<file path="config.mk">
export PLATFORM = sky130hd
export DESIGN_NAME = apb_port
export DESIGN_NICKNAME = d
export VERILOG_FILES = /design/src/hdl/tinker_pkg.sv /design/src/hdl/apb_port.sv
export SDC_FILE = /design/constraint.sdc
export NUM_CORES = 1
export LEC_CHECK = 0
export BUFFER_PORTS_ARGS = -buffer_cell sky130_fd_sc_hd__buf_2
export CAP_MARGIN = 30
export CELL_PAD_IN_SITES_DETAIL_PLACEMENT = 0
export CELL_PAD_IN_SITES_GLOBAL_PLACEMENT = 1
export CORE_MARGIN = 2
export CORE_UTILIZATION = 14
export DETAILED_ROUTE_END_ITERATION = 10
export PLACE_DENSITY = 0.88
export RECOVER_POWER = 25
export SLEW_MARGIN = 20
export SYNTH_ARGS = -nofsm -noshare
export SYNTH_HDL_FRONTEND = slang
export SYNTH_SLANG_ARGS = --single-unit
export TNS_END_PERCENT = 1
</file>
<file path="constraint.sdc">
create_clock -name clk -period 1.5 [get_ports clk]
set_input_delay 0.075 -clock clk [delete_from_list [all_inputs] [get_ports clk]]
set_output_delay 0.075 -clock clk [all_outputs]
set_load 0.01 [all_outputs]
</file>
<file path="src/hdl/tinker_pkg.sv">
package tinker_pkg;

    // machine dimensions
    localparam int WORD_W   = 64;
    localparam int NUM_REGS = 32;

    // r31 was the stack pointer, only its reset value survives
    localparam int          STACK_REG   = 31;
    localparam logic [63:0] STACK_RESET = 64'h80000;

    // APB map, each register is two 32-bit words, low half first
    localparam logic [11:0] ADDR_INSN     = 12'h000;
    localparam logic [11:0] ADDR_REG_BASE = 12'h100;

    typedef logic [WORD_W-1:0] word_t;
    typedef logic [4:0]        reg_idx_t;

    // kept opcodes, original encodings
    typedef enum logic [4:0] {
        OP_AND  = 5'b00000,
        OP_OR   = 5'b00001,
        OP_XOR  = 5'b00010,
        OP_NOT  = 5'b00011,
        OP_SHR  = 5'b00100,
        OP_SHRI = 5'b00101,
        OP_SHL  = 5'b00110,
        OP_SHLI = 5'b00111,
        OP_MOV  = 5'b10001,
        OP_MOVL = 5'b10010,
        OP_ADD  = 5'b11000,
        OP_ADDI = 5'b11001,
        OP_SUB  = 5'b11010,
        OP_SUBI = 5'b11011,
        OP_MUL  = 5'b11100
    } opcode_e;

    // three-register layout
    typedef struct packed {
        opcode_e     opcode;
        reg_idx_t    rd;
        reg_idx_t    rs;
        reg_idx_t    rt;
        logic [11:0] pad;
    } reg_form_t;

    // literal layout, rt slot unused
    typedef struct packed {
        opcode_e     opcode;
        reg_idx_t    rd;
        reg_idx_t    rs;
        logic [4:0]  pad;
        logic [11:0] literal;
    } lit_form_t;

    // one instruction word, two views
    typedef union packed {
        reg_form_t reg_form;
        lit_form_t lit_form;
    } insn_u;

    // dispatch to both units
    typedef struct packed {
        opcode_e opcode;
        word_t   operand_a;
        word_t   operand_b;
    } unit_req_t;

    // done is a one-cycle pulse, value valid with it
    typedef struct packed {
        logic  done;
        word_t value;
    } unit_rsp_t;

endpackage

</file>
<file path="src/hdl/apb_port.sv">
module apb_port (
    input  logic                 clk,
    input  logic                 reset,
    input  logic                 psel,
    input  logic                 penable,
    input  logic                 pwrite,
    input  logic [11:0]          paddr,
    input  logic [31:0]          pwdata,
    output logic [31:0]          prdata,
    output logic                 pready,
    output logic                 pslverr,
    input  logic                 complete,
    input  logic                 insn_error,
    input  logic [31:0]          rd_half_data,
    output logic                 issue,
    output tinker_pkg::insn_u    insn,
    output logic                 reg_we,
    output tinker_pkg::reg_idx_t reg_idx,
    output logic                 reg_hi,
    output logic [31:0]          reg_wdata
);
    import tinker_pkg::*;

    logic access;
    logic is_insn;
    logic is_reg;
    logic insn_wr;
    logic in_wait;
    logic busy;
    logic rsp_ready;
    logic rsp_err;

    assign access = psel & penable;

    // address decode, word aligned only
    assign is_insn = (paddr == ADDR_INSN);
    assign is_reg  = (paddr[11:8] == ADDR_REG_BASE[11:8]) && (paddr[1:0] == 2'b00);
    assign insn_wr = is_insn & pwrite;

    // 8 bytes per register, bit 2 picks the half
    assign reg_idx   = paddr[7:3];
    assign reg_hi    = paddr[2];
    assign reg_wdata = pwdata;
    assign reg_we    = access & pwrite & is_reg;
    assign prdata    = (!pwrite && is_reg) ? rd_half_data : 32'h0;

    assign insn = pwdata;

    // high while the previous cycle was a wait state
    always_ff @(posedge clk or posedge reset) begin
        if (reset) begin
            in_wait <= 1'b0;
        end else begin
            in_wait <= access & ~pready;
        end
    end

    // issue only in the first access cycle
    assign issue = access & insn_wr & ~in_wait;

    // one instruction in flight
    always_ff @(posedge clk or posedge reset) begin
        if (reset) begin
            busy      <= 1'b0;
            rsp_ready <= 1'b0;
            rsp_err   <= 1'b0;
        end else begin
            if (issue) begin
                busy <= 1'b1;
            end else if (complete) begin
                busy <= 1'b0;
            end
            // response one cycle behind complete
            rsp_ready <= complete;
            rsp_err   <= complete & insn_error;
        end
    end

    // register and unmapped accesses need no wait states
    assign pready  = insn_wr ? rsp_ready : 1'b1;
    assign pslverr = access & (insn_wr ? rsp_err : ~is_reg);

    // master must wait out the instruction before the next issue
    a_no_issue_busy: assert property (@(posedge clk) disable iff (reset) issue |-> !busy);

    // register file only finishes what was issued
    a_complete_busy: assert property (@(posedge clk) disable iff (reset) complete |-> busy);

endmodule

</file>
# Yosys cells after proc, flatten, opt, wreduce, memory -nomap -nowiden
# Index checks and enable logic that the tools add are counted.
# W data, S select, Z words.
# classes
n_eq_ne	1
mux	3
bitwise_logic	12
n_reduce_logical	5
# op_table
operator	count
$mux W32	1
$logic_not A12 Y1	1
$and A1 B1 Y1	9
$eq A4 B1 Y1 const B	1
$not A1 Y1	3
$logic_and A1 B1 Y1	2
$logic_not A2 Y1	1
$mux W1	2
$logic_not A1 Y1	1
# totals
ff_bits	3
in_bits	83
word_cells	24

# Logic depth before layout (Yosys ltp)
# logic_depth
depth_word	5
depth_mapped	4

# Least setup slack after synthesis
# Ideal clock, no wire load.
# synth_timing
kind	input to output
from	input port paddr[10]
to	output port issue
t_arrival_ns	1.296
t_required_ns	1.425
slack_ns	0.129
stages	3
cell_sequence	or4_4 -> nand4bb_1 -> nor4_1
# synth_between
elab_chain_len	4
# synth_lines
item	line	text
from (decl)	apb_port.sv:7	input logic [11:0] paddr,
$logic_not A12 Y1	apb_port.sv:36	assign is_insn = (paddr == ADDR_INSN);
$and A1 B1 Y1	apb_port.sv:38	assign insn_wr = is_insn & pwrite;
$and A1 B1 Y1 (2 in a row)	apb_port.sv:59	assign issue = access & insn_wr & ~in_wait;
to (decl)	apb_port.sv:15	output logic issue,
# Every way passes these cells.

# Final worst setup path
# layout_timing
from	input port paddr[9]
to	output port pready
# layout_between
elab_chain_len	3
# layout_lines
item	line	text
$logic_not A12 Y1	apb_port.sv:36	
$and A1 B1 Y1	apb_port.sv:38	
$mux W1	apb_port.sv:80	assign pready = insn_wr ? rsp_ready : 1'b1;
to (decl)	apb_port.sv:10	output logic pready,
# Every way passes these cells.

==> metrics.txt <==
outcome=finished, final reports clean; Crit. End Element=primary output; largest net degree at the start of global routing=33; antenna violations before repair=0; Post-Syn Area per Cell=7.54 µm²; Std-Cell Rows=29; DP HPWL=1990 µm; complex-gate fraction of the synthesized area=1.86%; Leakage Power=0.648 nW; Final Non-Filler Cells=230; Unique masters post-synth=16; Max transition margin=65.9%; prevailing post-synth register cell=dfrtp_1; Post-Synth Adder-Cell Area=0%; post-synth top area cell=buf_4; Clock Tree Root=clkbuf_8; critical path peak fanout=3; Max Slew Vio Count=0; wire length per cell=10.3 µm; worst-skew pair later-pin latency=220 ps; synth warn=0; core area=6420 µm²; WHS=60.9 ps; vias post-DR=791; DIE HEIGHT=86.0 µm; CTS buffer count=3; ys async rst share=100%; Overall Global Routing Usage=5.74%; starting density of the core=14.7%; Routability Congestion=0.720; Die Width=86.0 µm; XOR/XNOR Fraction of Synth Area=0%; count of input and output buffers=92; Final min period=1490 ps; Placement Cell Area=993 µm²; largest family of logic cells by synthesized area=buffers and inverters; Yosys reg bits=3; sequential cell area fraction in the yosys report=7.97%; clock sinks=3; Worst Path Arrival=1420 ps; first-iteration detailed-routing DRC count=16; clock skew=0.0348 ps; vias in the first global route=675; Worst Path Required=1420 ps; WS Path Type=in2out; cell count after synthesis=125; Least-Margin Pin Slew=508 ps; Design Area, Final=1080 µm²; Max-Cap Viols=0; Via density=3.44; Antenna Nets Post-Route=0; layout cells sized above 1=66.7%; Post-synth EDFFs=0; Post-route DRC=0; final setup violation count=0; highest ir drop seen on vdd=0.435 mV; Post-Place Cells=224; cell area after synthesis=942 µm²; Hold Path Class=in2reg; H-tree depth=1; syn nets=208; CTS Buffer Depth=2; first-pass GRT wire length=3200 µm; Synth top area share=55.8%; P&R area growth vs syn=14.7%; CTS tree=yes; RSZ-0062 raised after global routing=true; PD cells=410 nW/µm²; simple-gate portion of the synthesized area=31.6%; synth cell count leaders=buf_4, and2_1; layout net count=237; filler cell count=732; most common cell in the netlist=buf_4; clk slew on worst S/H paths=30 ps; mux contribution to synthesized area=0%; synth top area cells=buf_4, and2_1, dfrtp_1; Highest Clock Rate=0.669 GHz; die area=7400 µm²; drt total wl=2380 µm; crit share post-route=99.6%; DRT Pass-1 Iters=3; grt total ovfl=0; io pins=189; startpoint types=input pin; Antenna Cells=0; Hold Violations, Final=0
power by group:
group	leakage, nW	total [mW]	internal, mW	switching, mW
Combinational	0.587	0.117	0.0704	0.0466
Sequential	0.0385	0.0855	0.0843	0.00121
Clock	0.0228	0.240	0.182	0.0586
Total	0.648	0.443	0.336	0.106
registers in the layout, indices dropped and copies added, names as in the netlist:
| register | count |
|---|---|
| in_wait | 1 |
| rsp_err | 1 |
| rsp_ready | 1 |
logic make-up after synthesis:
kind of cell / after synthesis
and+or+nand+nor: 44
AOI/OAI and AO/OA: 2
buffers and inverters: 76
DFF: 3
layout by cell type (no fill, tap or decap):
cell type / synthesis / routed
or4_4: 1 / 1
nand2_1: 1 / 1
nand3_1: 1 / 1
buf_2: 0 / 91
nand4bb_4: 0 / 1
a31oi_1: 1 / 1
or3_1: 1 / 1
dfrtp_1: 3 / 3
nor4_1: 3 / 3
nor4_4: 1 / 1
nor4b_1: 1 / 1
inv_1: 3 / 3
clkbuf_8: 0 / 3
buf_4: 70 / 2
o311a_2: 1 / 1
clkbuf_1: 0 / 1
and2_1: 33 / 33
buf_6: 0 / 1
buf_12: 0 / 1
nor3_1: 1 / 1
dlygate4sd3_1: 0 / 2
cell type report:
class,instances,area (µm²),area share [%]
clock buffers,4,45.0,4.17
inverters,3,11.3,1.04
multi-input cells,46,332,30.7
flip-flops and latches,3,75.1,6.94
well taps,77,96.3,8.91
repair buffers,97,522,48.3
path summary, 6_finish.rpt:
path / start / endpoint / slack [ps] / cells after the start
max reg2reg: rsp_ready / in_wait / 760 / 1
min: insn_error / rsp_err / 60 / 2
min in group asynchronous: reset / rsp_err / 270 / 3
max: paddr[9] / pready / 5 / 5
min reg2reg: rsp_ready / in_wait / 450 / 1
max in group asynchronous: reset / rsp_ready / 1100 / 3
critical path, cell delays in order:
cell and delay (ps):
buf_6 90, or4_4 570, nand4bb_4 220, or3_1 320, buf_2 150
metal layers:
metal | up-vias | wire length [µm] | GRT usage (%)
met5 | - | 0 | 0
met4 | 0 | 117 | 5.92
met3 | 24 | 302 | 1.83
met2 | 70 | 1150 | 10.0
met1 | 319 | 800 | 4.99
li1 | 378 | - | -
stage by stage:
stage / power [mW] / setup slack (ps) / TNS (ps) / util, %
floorplan: 0.297 / 129 / 0 / -
global placement: 0.196 / -49.3 / -49.3 / 15.5
detailed placement: 0.197 / -41.3 / -43.6 / 15.5
CTS: 0.453 / 0.162 / 0 / 16.8
global route: 0.470 / -60.9 / -1320 / 16.8
finish: 0.443 / 5.27 / 0 / 16.8
repair_timing:
action | CTS | global route
gates cloned | 0 | 0
gates resized for setup | 2 | 0
hold buffers | 2 | 0
endpoints found under the hold margin | 4 | 0
pin swaps | 2 | 0
buffers inserted | 0 | 0
endpoints found under the setup margin | 3 | 34
Note: power is estimated with default switching activity, not from simulation.
