===== src/hdl/tinker_pkg.sv =====
package tinker_pkg;

    // machine dimensions
    localparam int WORD_W   = 64;
    localparam int NUM_REGS = 32;

    // r31 was the stack pointer, only its reset value survives
    localparam int          STACK_REG   = 31;
    localparam logic [63:0] STACK_RESET = 64'h80000;

    // APB map, each register is two 32-bit words, low half first
    localparam logic [11:0] ADDR_INSN     = 12'h000;
    localparam logic [11:0] ADDR_REG_BASE = 12'h100;

    typedef logic [WORD_W-1:0] word_t;
    typedef logic [4:0]        reg_idx_t;

    // kept opcodes, original encodings
    typedef enum logic [4:0] {
        OP_AND  = 5'b00000,
        OP_OR   = 5'b00001,
        OP_XOR  = 5'b00010,
        OP_NOT  = 5'b00011,
        OP_SHR  = 5'b00100,
        OP_SHRI = 5'b00101,
        OP_SHL  = 5'b00110,
        OP_SHLI = 5'b00111,
        OP_MOV  = 5'b10001,
        OP_MOVL = 5'b10010,
        OP_ADD  = 5'b11000,
        OP_ADDI = 5'b11001,
        OP_SUB  = 5'b11010,
        OP_SUBI = 5'b11011,
        OP_MUL  = 5'b11100
    } opcode_e;

    // three-register layout
    typedef struct packed {
        opcode_e     opcode;
        reg_idx_t    rd;
        reg_idx_t    rs;
        reg_idx_t    rt;
        logic [11:0] pad;
    } reg_form_t;

    // literal layout, rt slot unused
    typedef struct packed {
        opcode_e     opcode;
        reg_idx_t    rd;
        reg_idx_t    rs;
        logic [4:0]  pad;
        logic [11:0] literal;
    } lit_form_t;

    // one instruction word, two views
    typedef union packed {
        reg_form_t reg_form;
        lit_form_t lit_form;
    } insn_u;

    // dispatch to both units
    typedef struct packed {
        opcode_e opcode;
        word_t   operand_a;
        word_t   operand_b;
    } unit_req_t;

    // done is a one-cycle pulse, value valid with it
    typedef struct packed {
        logic  done;
        word_t value;
    } unit_rsp_t;

endpackage


===== src/hdl/arith_unit.sv =====
module arith_unit #(
    parameter int MUL_STEPS = 64
) (
    input  logic                  clk,
    input  logic                  reset,
    input  logic                  start,
    input  tinker_pkg::unit_req_t req,
    output tinker_pkg::unit_rsp_t rsp
);
    import tinker_pkg::*;

    // multiplier bits retired each cycle
    localparam int BITS_PER_STEP = WORD_W / MUL_STEPS;
    localparam int CNT_W         = $clog2(MUL_STEPS + 1);

    logic             mul_busy;
    logic [CNT_W-1:0] count;
    logic             done_q;
    word_t            value_q;
    word_t            acc;
    word_t            mcand;
    word_t            mplier;
    word_t            src_acc;
    word_t            src_mcand;
    word_t            src_mplier;
    word_t            step_sum;
    logic             is_mul;
    logic             last_step;

    assign is_mul = (req.opcode == OP_MUL);

    // first step runs on the start edge straight from the operands
    assign src_acc    = start ? '0 : acc;
    assign src_mcand  = start ? req.operand_a : mcand;
    assign src_mplier = start ? req.operand_b : mplier;

    // shift-add over this step's multiplier bits, low 64 bits kept
    always_comb begin
        step_sum = src_acc;
        for (int j = 0; j < BITS_PER_STEP; j++) begin
            if (src_mplier[j]) begin
                step_sum = step_sum + (src_mcand << j);
            end
        end
    end

    assign last_step = start ? (MUL_STEPS == 1) : (count == CNT_W'(1));

    always_ff @(posedge clk or posedge reset) begin
        if (reset) begin
            mul_busy <= 1'b0;
            count    <= '0;
            done_q   <= 1'b0;
        end else begin
            done_q <= 1'b0;
            if (start && !is_mul) begin
                done_q <= 1'b1;
            end else if ((start && is_mul) || mul_busy) begin
                mul_busy <= ~last_step;
                count    <= start ? CNT_W'(MUL_STEPS - 1) : count - 1'b1;
                done_q   <= last_step;
            end
        end
    end

    // datapath registers
    always_ff @(posedge clk) begin
        if (start && !is_mul) begin
            // addi and subi arrive with rd as operand a
            if (req.opcode == OP_SUB || req.opcode == OP_SUBI) begin
                value_q <= req.operand_a - req.operand_b;
            end else begin
                value_q <= req.operand_a + req.operand_b;
            end
        end else if ((start && is_mul) || mul_busy) begin
            acc     <= step_sum;
            mcand   <= src_mcand << BITS_PER_STEP;
            mplier  <= src_mplier >> BITS_PER_STEP;
            value_q <= step_sum;
        end
    end

    assign rsp.done  = done_q;
    assign rsp.value = value_q;

    a_no_start_mul: assert property (@(posedge clk) disable iff (reset) start |-> !mul_busy);

endmodule


===== config.mk =====
export PLATFORM = sky130hd
export DESIGN_NAME = arith_unit
export DESIGN_NICKNAME = d
export VERILOG_FILES = /design/src/hdl/tinker_pkg.sv /design/src/hdl/arith_unit.sv
export SDC_FILE = /design/constraint.sdc
export NUM_CORES = 1
export LEC_CHECK = 0
export BUFFER_PORTS_ARGS = -buffer_cell sky130_fd_sc_hd__buf_2
export CELL_PAD_IN_SITES_DETAIL_PLACEMENT = 0
export CELL_PAD_IN_SITES_GLOBAL_PLACEMENT = 1
export CORE_MARGIN = 1.5
export CORE_UTILIZATION = 30
export CTS_CLUSTER_DIAMETER = 100
export CTS_CLUSTER_SIZE = 24
export DETAILED_ROUTE_END_ITERATION = 16
export PLACE_DENSITY = 0.62
export SYNTH_ARGS = -nofsm -noshare
export SYNTH_HDL_FRONTEND = slang
export SYNTH_SLANG_ARGS = --single-unit

===== constraint.sdc =====
create_clock -name clk -period 9 [get_ports clk]
set_clock_uncertainty 0.15 [all_clocks]
set_input_delay 1.35 -clock clk [delete_from_list [all_inputs] [get_ports clk]]
set_output_delay 1.35 -clock clk [all_outputs]
set_load 0.1 [all_outputs]

Yosys cells after proc, flatten, opt, wreduce, memory -nomap -nowiden
Cells that the tools add are included.
{"block": "totals", "input_bits": 136, "wordCells": 36, "regBits": 263}
{"block": "classes", "eq_ne": 4, "addsub": 4, "n_reduce_logical": 7, "bitwise_logic": 2, "n_mux": 11}
{"cell": "2-to-1 mux 64 bit", "count": 6}
{"cell": "adder 64 bit", "count": 2}
{"cell": "subtractor 64 bit", "count": 1}
{"cell": "2-to-1 mux 63 bit", "count": 1}
{"cell": "equality test 5 bit, second input constant", "count": 3}
{"cell": "equality test 7 x 1 -> 1 bit, second input constant", "count": 1}
{"cell": "2-to-1 mux 7 bit", "count": 1}
{"cell": "subtractor 7 x 1 -> 7 bit, second input constant", "count": 1}
{"cell": "2-to-1 mux 1 bit", "count": 3}
{"cell": "logical AND 1 bit", "count": 2}
{"cell": "logical OR 1 bit", "count": 2}
{"cell": "NOT 1 bit", "count": 2}
{"cell": "AND reduction 2 bit", "count": 1}
{"cell": "nonzero test 2 bit", "count": 1}
{"cell": "zero test 1 bit", "count": 1}

Depth between registers and ports, before layout
Gate-level depths: netlist (run 1).
{"block": "depth", "ltp_word": 5, "depth_mapped": 22, "ltp_nobuf": 21}

Least setup slack after synthesis (run 1)
Ideal clock, no wire load.
{"block": "synth_timing", "path_type": "input to register", "start": "input port start", "end": "register count[4]", "path_buffers": 1, "path_stages": 9, "setup_time_ns": 0.123, "arrival_ns": 8.286, "path_slack_ns": 0.440, "required_ns": 8.727, "path_cell_list": "clkbuf_1 > inv_1 > nand2_1 > nand2_1 > inv_1 > nand2_1 > nor3_1 > xnor2_1 > nand2_1"}
{"block": "synth_between", "elab_chain_cells": 3}
{"element": "start: declaration", "line": "arith_unit.sv:6", "source": "input logic start,"}
{"element": "logical AND 1 bit, on equally long branches", "line": "arith_unit.sv:58, arith_unit.sv:56"}
{"element": "logical OR 1 bit or NOT 1 bit (tied branches)"}
{"element": "AND reduction 2 bit (no line)"}
{"element": "end signal: assignment", "line": "arith_unit.sv:60", "source": "count <= start ? CNT_W'(MUL_STEPS - 1) : count - 1'b1;"}
{"element": "end: declaration", "line": "arith_unit.sv:17", "source": "logic [CNT_W-1:0] count;"}
Several ways; a longest one is shown, not always the timed one.
A chain may end at the register's enable or synchronous reset.

Final worst setup path (run 1)
{"block": "layout_timing", "start": "input port req[4] in the netlist's numbering", "end": "register value_q[55] (data pin)"}
{"block": "layout_between", "elab_chain_cells": 3}
{"element": "start: declaration", "line": "arith_unit.sv:7", "source": "input tinker_pkg::unit_req_t req,"}
{"element": "adder 64 bit or subtractor 64 bit (tied branches)", "line": "arith_unit.sv:73, arith_unit.sv:71"}
{"element": "2-to-1 mux 64 bit *", "line": "arith_unit.sv:70", "source": "if (req.opcode == OP_SUB || req.opcode == OP_SUBI) begin"}
{"element": "2-to-1 mux 64 bit *", "line": "arith_unit.sv:68", "source": "if (start && !is_mul) begin"}
{"element": "end signal: assignment", "line": "arith_unit.sv:71", "source": "value_q <= req.operand_a - req.operand_b;"}
{"element": "end signal: assignment", "line": "arith_unit.sv:73", "source": "value_q <= req.operand_a + req.operand_b;"}
{"element": "end signal: assignment", "line": "arith_unit.sv:79", "source": "value_q <= step_sum;"}
{"element": "end: declaration", "line": "arith_unit.sv:19", "source": "word_t value_q;"}
Mark *: on every way between the ends. The rest lies on a longest branch, timed or not.

==> flow_metrics.env, run 1 <==
export IMPL_via_count=16700
export IMPL_r2r_cells=12
export IMPL_power_internal_uw=2820
export IMPL_drive_gt1_share_pct=18.9
export IMPL_rsz0062_at_grt="false"
export IMPL_grt_total_usage_pct=19.7
export IMPL_timing_final_crit_share_pct=73.8
export IMPL_grt_first_pass_wirelength_microns=103000
export IMPL_min_from="mul_busy"
export IMPL_root_buffer="clkbuf_16"
export IMPL_fin_crit_ns=6.64
export IMPL_grt_pass1_vias=15900
export IMPL_cts_repair_resized=0
export IMPL_initialDrtViolationCount=1364
export IMPL_cts_buffer_depth=3
export IMPL_min_to="count[1]"
export IMPL_yosysSeqAreaShare_pct=39.0
export IMPL_synth_avg_cell_area_sq_um=9.77
export IMPL_fin_util_pct=34.3
export IMPL_ys_top_cells_by_area="edfxtp_1, ha_1, mux2_2, a21oi_1, xnor2_1"
export IMPL_coreArea_sq_um=66100
export IMPL_htree_levels=1
export IMPL_syn_area_sq_um=20100
export IMPL_r2r_end="value_q[54]"
export IMPL_relSlewSlack_pct=29.5
export IMPL_use_met2_pct=27.6
export IMPL_finalNetCount=2470
export IMPL_place_inst=3048
export IMPL_status="completed"
export IMPL_cts_sinks=263
export IMPL_grt_most_used_layer="met1"
export IMPL_max_freq_ghz=0.151
export IMPL_ys_async_sr_fraction_pct=3.42
export IMPL_ys_ff_latch=263
export IMPL_critPathMaxFanout=7
export IMPL_holdBufCountCts=0
export IMPL_avgViaCountPerCell=5.43
export IMPL_critPathSlowestCell="nor3_1"
export IMPL_setup_viol=0
export IMPL_numCtsBuffers=18
export IMPL_synth_edf_count=254
export IMPL_path_delay_family="simple AND/OR/NAND/NOR gates"
export IMPL_critical_path_buf_inv_count=1
export IMPL_power_density_nw_per_um2=234
export IMPL_layout_commonest_cell="edfxtp_1"
export IMPL_p_comb_share_pct=48.1
export IMPL_p_switching_uw=2490
export IMPL_worst_pin_slew_ns=1.06
export IMPL_hpwl_microns=53900
export IMPL_worst_endpoint_arrival_ns=6.80
export IMPL_crit_required_ns=9.16
export IMPL_postSynthNetCount=2327
export IMPL_design_area_sq_um=22700
export IMPL_cp_start_kind="input port"
export IMPL_timing_hold_ws_ns=0.366
export IMPL_yosysWarnings=0
export IMPL_r2r_slack_ns=4.57
export IMPL_worstSkewPairLatency_ns=0.55
export IMPL_die_area_sq_um=68700
export IMPL_drc=0
export IMPL_synthCells=2061
export IMPL_power_leakage_uw=0.00920
export IMPL_end_kind="flop"
export IMPL_place_congestion=0.916
export IMPL_die_y_microns=262
export IMPL_wl_microns=69700
export IMPL_swShare_pct=46.9
export IMPL_final_max_slew_viol_count=0
export IMPL_die_w_microns=262
export IMPL_cts_setup_buffers=0
export IMPL_max_stage_delay_ns=0.63
export IMPL_r2r_start="mcand[15]"
export IMPL_worstPathCellList="buf_2, or4_4, nor4_2, nand2_1, nor3_1, and2_1, nand3_1, o31ai_1, xor2_1, ha_1, a21oi_1, nor2_1, a2111oi_0, o21ai_0, o211a_1, o211ai_1, nor2b_1, xnor2_1, mux2_2"
export IMPL_num_rows=94
export IMPL_irDropWorstVdd_v=0.000201
export IMPL_final_cells=3083
export IMPL_groute_layer_met3_usage_pct=1.78
export IMPL_hold_viol=0
export IMPL_antenna_found_initial=7
export IMPL_io_buffer_count=200
export IMPL_crit_type="input port to flop"
export IMPL_io_pins=201
export IMPL_grt_max_degree=116
export IMPL_start_util_pct=30.5
export IMPL_wl_per_cell_microns=22.6
export IMPL_placed_area_sq_um=22000
export IMPL_syn_to_final_growth_pct=12.5
export IMPL_maxCapViolations=0
export IMPL_synth_distinct_cells=89
export IMPL_setup_tns_ns=0
export IMPL_ys_flop_type="edfxtp_1"
export IMPL_drtAntennaViolNets=0
export IMPL_dr_pass1_iters=5
export IMPL_whs_path_depth=1
export IMPL_power_frac_seq_pct=34.4
export IMPL_final_cell_mix="edfxtp_1, buf_2, nand2_1"
export IMPL_cts_clk_slew_worst_paths_ns=0.10
export IMPL_cts_tree="yes"
export IMPL_hold_path_class="flop to flop"
export IMPL_gr_total_overflow=0
export IMPL_pwr_share_clk_pct=17.5
export IMPL_synth_top_area_cell="edfxtp_1"
export IMPL_yosys_area_top_type_share_pct=37.9
export IMPL_met1_usage_pct=31.6
## power groups by stage
stage	clock, uW	combinational [uW]	sequential (uW)
3_3_place_gp	0	2520	1860
3_5_place_dp	0	2530	1860
5_1_grt	1000	2720	1860
4_1_cts	966	2540	1830
6_report	931	2550	1830
2_1_floorplan	0	1160	2600
## how the worst max path moves through the flow
stage	start	end	cells past startpoint
6_report	req[4]	value_q[55]	19
5_1_grt	req[13]	value_q[55]	19
4_1_cts	req[6]	value_q[55]	19
3_5_place_dp	req[6]	value_q[55]	19
3_3_place_gp	req[6]	value_q[55]	19
2_1_floorplan	start	count[4]	9
## kinds of logic (layout without fill, tap and decap cells)
| logic type | count (synthesis) | count (layout) | share of synthesized area [%] |
|---|---|---|---|
| compound gates | 606 | 606 | 19.6 |
| simple gates | 598 | 598 | 14.7 |
| flops | 263 | 263 | 39.0 |
| xor+xnor | 186 | 186 | 8.12 |
| mux | 142 | 142 | 7.91 |
| buf+inv | 135 | 288 | 2.56 |
| fa+ha+maj | 130 | 130 | 8.15 |
| other cells | 1 | 6 | 0.0186 |
## flip-flops by register name, summed over array words and instances, names as in the netlist
register,count
acc,64
count,7
done_q,1
mcand,63
mplier,63
mul_busy,1
value_q,64
## area by class of cell
type,instances,area (sq um)
Timing Repair Buffer,215,1120
Fill cell,6807,43400
Inverter,43,169
Clock buffer,22,497
Tap cell,864,1080
Sequential cell,263,7850
Multi-Input combinational cell,1663,11800
Clock inverter,8,113
Antenna cell,5,12.5
## Yosys cell counts (5+ instances only)
| cell | number |
|---|---|
| a41oi_1 | 6 |
| nand4_1 | 32 |
| nor3_1 | 27 |
| xnor2_1 | 100 |
| a21o_1 | 80 |
| o21ai_0 | 130 |
| o21ai_1 | 5 |
| dfrtp_1 | 9 |
| clkbuf_1 | 79 |
| a211oi_1 | 12 |
| and4_1 | 6 |
| o21a_1 | 9 |
| o41ai_1 | 7 |
| a21oi_1 | 183 |
| nand2b_1 | 15 |
| and2_1 | 13 |
| xor2_1 | 85 |
| buf_1 | 8 |
| nor2b_1 | 75 |
| o31ai_1 | 13 |
| edfxtp_1 | 254 |
| a31oi_1 | 22 |
| nand2_1 | 192 |
| or3_1 | 12 |
| a221o_1 | 11 |
| or4_1 | 5 |
| o211a_1 | 5 |
| mux2_2 | 137 |
| inv_1 | 42 |
| or2_2 | 5 |
| nand3_1 | 30 |
| a21boi_0 | 8 |
| o21bai_1 | 24 |
| mux2i_1 | 5 |
| nor4_1 | 10 |
| a22o_1 | 32 |
| and3_1 | 17 |
| nor2_1 | 136 |
| o211ai_1 | 16 |
| ha_1 | 128 |
## per-stage QoR
stage               total power, uW  setup WS, ns
floorplan                      3750         0.440
global placement               4380          1.85
detailed placement             4380          1.80
CTS                            5340          2.37
global route                   5580          1.78
finish                         5310          2.36
## layer usage
layer  vias up  wire (microns)
li1       8017               -
met1      8220           36200
met2       465           28300
met3        46            3630
met4         0            1500
met5         -               0
Power figures use the tool's default switching activity.
==> run 2, diff against run 1 <==
--- a/config.mk
+++ b/config.mk
@@ -5,6 +5,7 @@
 export SDC_FILE = /design/constraint.sdc
 export NUM_CORES = 1
 export LEC_CHECK = 0
+export ABC_AREA = 1
 export BUFFER_PORTS_ARGS = -buffer_cell sky130_fd_sc_hd__buf_2
 export CELL_PAD_IN_SITES_DETAIL_PLACEMENT = 0
 export CELL_PAD_IN_SITES_GLOBAL_PLACEMENT = 1
@@ -13,7 +14,7 @@
 export CTS_CLUSTER_DIAMETER = 100
 export CTS_CLUSTER_SIZE = 24
 export DETAILED_ROUTE_END_ITERATION = 16
-export PLACE_DENSITY = 0.62
+export PLACE_DENSITY = 0.68
 export SYNTH_ARGS = -nofsm -noshare
 export SYNTH_HDL_FRONTEND = slang
 export SYNTH_SLANG_ARGS = --single-unit
==> constraint.sdc (replaced) <==
create_clock -name clk -period 5.85 [get_ports clk]
set_clock_uncertainty 0.15 [all_clocks]
set_input_delay 0.8775 -clock clk [delete_from_list [all_inputs] [get_ports clk]]
set_output_delay 0.8775 -clock clk [all_outputs]
set_load 0.1 [all_outputs]
==> run 2 against run 1 <==
Non-clock buffer count increased by 5. Via count increased by 46%. Register-to-register slack got worse by 2.0 ns. Critical endpoint is now value_q[34]. Die area increased by 21%. Power increased by 63%. Core utilization decreased by 0.21 points. Clock power increased by 80%. Worst setup slack got worse by 1.1 ns. Global-route usage increased by 4.1 points.
==> flow_metrics.env, run 2 <==
export IMPL_status="completed"
export IMPL_synth_compound_area_share_pct=8.03
export IMPL_final_cells=5110
export IMPL_setup_viol=0
export IMPL_wl_per_cell_microns=19.6
export IMPL_via_count=24400
export IMPL_place_congestion=0.938
export IMPL_cp_start_kind="input port"
export IMPL_synth_mux_area_share_pct=0
export IMPL_critPathMaxFanout=4
export IMPL_cts_repair_resized=0
export IMPL_end_kind="flop"
export IMPL_worstSkewPairLatency_ns=0.59
export IMPL_ys_flop_type="edfxtp_1"
export IMPL_hold_viol=0
export IMPL_setup_tns_ns=0
export IMPL_synthXorXnorAreaFrac_pct=3.84
export IMPL_finalPower_uw=8680
export IMPL_path_common_cell="nand2_1"
export IMPL_avgViaCountPerCell=4.78
export IMPL_synth_distinct_cells=56
export IMPL_hold_path_class="input port to async pin"
export IMPL_place_inst=5072
export IMPL_synthCells=3858
export IMPL_yosysWarnings=0
export IMPL_gr_total_overflow=0
export IMPL_drc=0
export IMPL_die_area_sq_um=83000
export IMPL_cts_buffer_depth=3
export IMPL_hpwl_microns=83900
export IMPL_cts_clk_slew_worst_paths_ns=0.10
export IMPL_cts_tree="yes"
export IMPL_r2r_start="mcand[1]"
export IMPL_timing_final_crit_share_pct=77.7
export IMPL_synth_avg_cell_area_sq_um=6.32
export IMPL_fill_cells=8976
export IMPL_synth_top_family_by_area="simple AND/OR/NAND/NOR gates"
export IMPL_final_cell_mix="nand2_1, inv_1, nor2_1"
export IMPL_grt_max_degree=116
export IMPL_cts_sinks=263
export IMPL_r2r_slack_ns=2.55
export IMPL_r2r_cells=18
export IMPL_synth_simple_area_share_pct=37.7
export IMPL_worst_slack_ns=1.30
export IMPL_grt_pass1_vias=23400
export IMPL_place_ws_ns=0.770
export IMPL_irDropWorstVdd_v=0.000281
export IMPL_root_buffer="clkbuf_16"
export IMPL_coreArea_sq_um=80500
export IMPL_crit_required_ns=6.04
export IMPL_relSlewSlack_pct=30.2
export IMPL_synthAdderAreaFrac_pct=6.73
export IMPL_max_stage_delay_ns=0.39
export IMPL_largestRegisters="acc x64, value_q x64"
export IMPL_io_buffer_count=200
export IMPL_dr_pass1_iters=7
export IMPL_grt_total_usage_pct=23.8
export IMPL_cts_setup_buffers=0
export IMPL_max_freq_ghz=0.220
export IMPL_wl_microns=100000
export IMPL_synth_edf_count=254
export IMPL_yosysSeqAreaShare_pct=32.2
export IMPL_ys_top_cells_by_area="edfxtp_1, nand2_1, inv_1, ha_1, nor2_1"
export IMPL_grt_first_pass_wirelength_microns=147000
export IMPL_worst_endpoint_arrival_ns=4.73
export IMPL_power_leakage_uw=0.0142
export IMPL_crit_type="input port to flop"
export IMPL_yosys_area_top_type_share_pct=31.3
export IMPL_worst_pin_slew_ns=1.05
export IMPL_numCtsBuffers=21
export IMPL_num_rows=104
export IMPL_maxCapViolations=0
export IMPL_die_w_microns=288
export IMPL_syn_area_sq_um=24400
export IMPL_power_density_nw_per_um2=316
export IMPL_r2r_end="value_q[62]"
export IMPL_final_max_slew_viol_count=0
export IMPL_syn_to_final_growth_pct=12.5
export IMPL_ys_ff_latch=263
export IMPL_io_pins=201
export IMPL_fin_crit_ns=4.55
export IMPL_layout_commonest_cell="nand2_1"
export IMPL_yosys_cell_count_top_type="nand2_1"
export IMPL_initialDrtViolationCount=1853
export IMPL_synth_commonest_cells="nand2_1, inv_1, nor2_1, edfxtp_1, nand3_1"
export IMPL_die_y_microns=288
export IMPL_drtAntennaViolNets=0
export IMPL_ys_async_sr_fraction_pct=3.42
export IMPL_holdBufCountCts=0
export IMPL_antenna_found_initial=0
export IMPL_postSynthNetCount=4124
export IMPL_drive_gt1_share_pct=8.99
export IMPL_timing_hold_ws_ns=0.0932
export IMPL_start_util_pct=30.3
export IMPL_synth_top_area_cell="edfxtp_1"
export IMPL_htree_levels=1
export IMPL_critPathSlowestCell="nor2_1"
export IMPL_finalNetCount=4301
export IMPL_rsz0062_at_grt="false"
run 2: changes by cell type after synthesis, moves of 19 or more:
| cell | change |
|---|---|
| nand2_1 | +1336 |
| inv_1 | +606 |
| a22o_1 | -32 |
| inv_2 | +26 |
| nor2b_1 | -75 |
| nand3_1 | +133 |
| a21o_1 | -78 |
| o21ai_0 | +21 |
| clkbuf_1 | -37 |
| mux2_2 | -137 |
| nor2_2 | +19 |
| a21oi_1 | -30 |
| nor2_1 | +259 |
| xnor2_1 | -88 |
run 2: cells by family (layout without fill, tap and decap cells):
| logic type | count (synthesis) | in the layout |
|---|---|---|
| and+or+nand+nor | 2249 | 2249 |
| adders and majority gates | 130 | 130 |
| AOI/OAI and AO/OA | 366 | 366 |
| DFF | 263 | 263 |
| other | 1 | 2 |
| xor gates and xnor gates | 107 | 107 |
| buffers and inverters | 742 | 933 |
run 2: area by class of cell:
type	instances	area (sq um)	area share, %
diodes	1	2.50	0.00912
clock buffers	22	529	1.93
clock inverters	15	241	0.880
inverters	676	2550	9.29
multi-input cells	2853	13700	50.1
flip-flops and latches	263	7850	28.6
well taps	1060	1330	4.83
repair buffers	220	1190	4.34
run 2: worst max path at each step:
stage	from	end	slack, ns	cells after the start
6_report	req[0]	value_q[34]	1.30	25
4_1_cts	req[0]	value_q[52]	1.38	27
3_5_place_dp	req[0]	value_q[34]	0.77	25
2_1_floorplan	start	count[5]	0.63	10
5_1_grt	req[0]	value_q[52]	1.04	27
3_3_place_gp	req[0]	value_q[60]	0.73	25
run 2: per-layer routing:
layer	track usage [%]	vias to the layer above	share of wire, %
met3	1.66	127	4.9
met1	33.3	11200	46
met4	8.76	0	4.0
li1	-	12400	-
met5	0	-	0
met2	38.5	661	45
run 2: power by group:
group	leakage [uW]	switching, uW	total, uW	internal (uW)
sequential	0.00269	164	2830	2670
combinational	0.0111	3300	4170	874
clock	0.000369	908	1680	776
total	0.0142	4370	8680	4320
run 2: through the flow:
step           utilization (%)  area, sq um
2_1_floorplan                -        24400
3_3_place_gp              33.1        26700
3_5_place_dp              33.1        26700
4_1_cts                   34.1        27400
5_1_grt                   34.1        27400
6_report                  34.1        27400
run 2: worst max-delay path: cells and delay by family:
kind	cells	cell delay, ns
AOI/OAI and AO/OA	1	0.09
xor gates and xnor gates	1	0.19
adders and majority gates	2	0.57
buffers and inverters	6	0.55
and+or+nand+nor	15	2.43
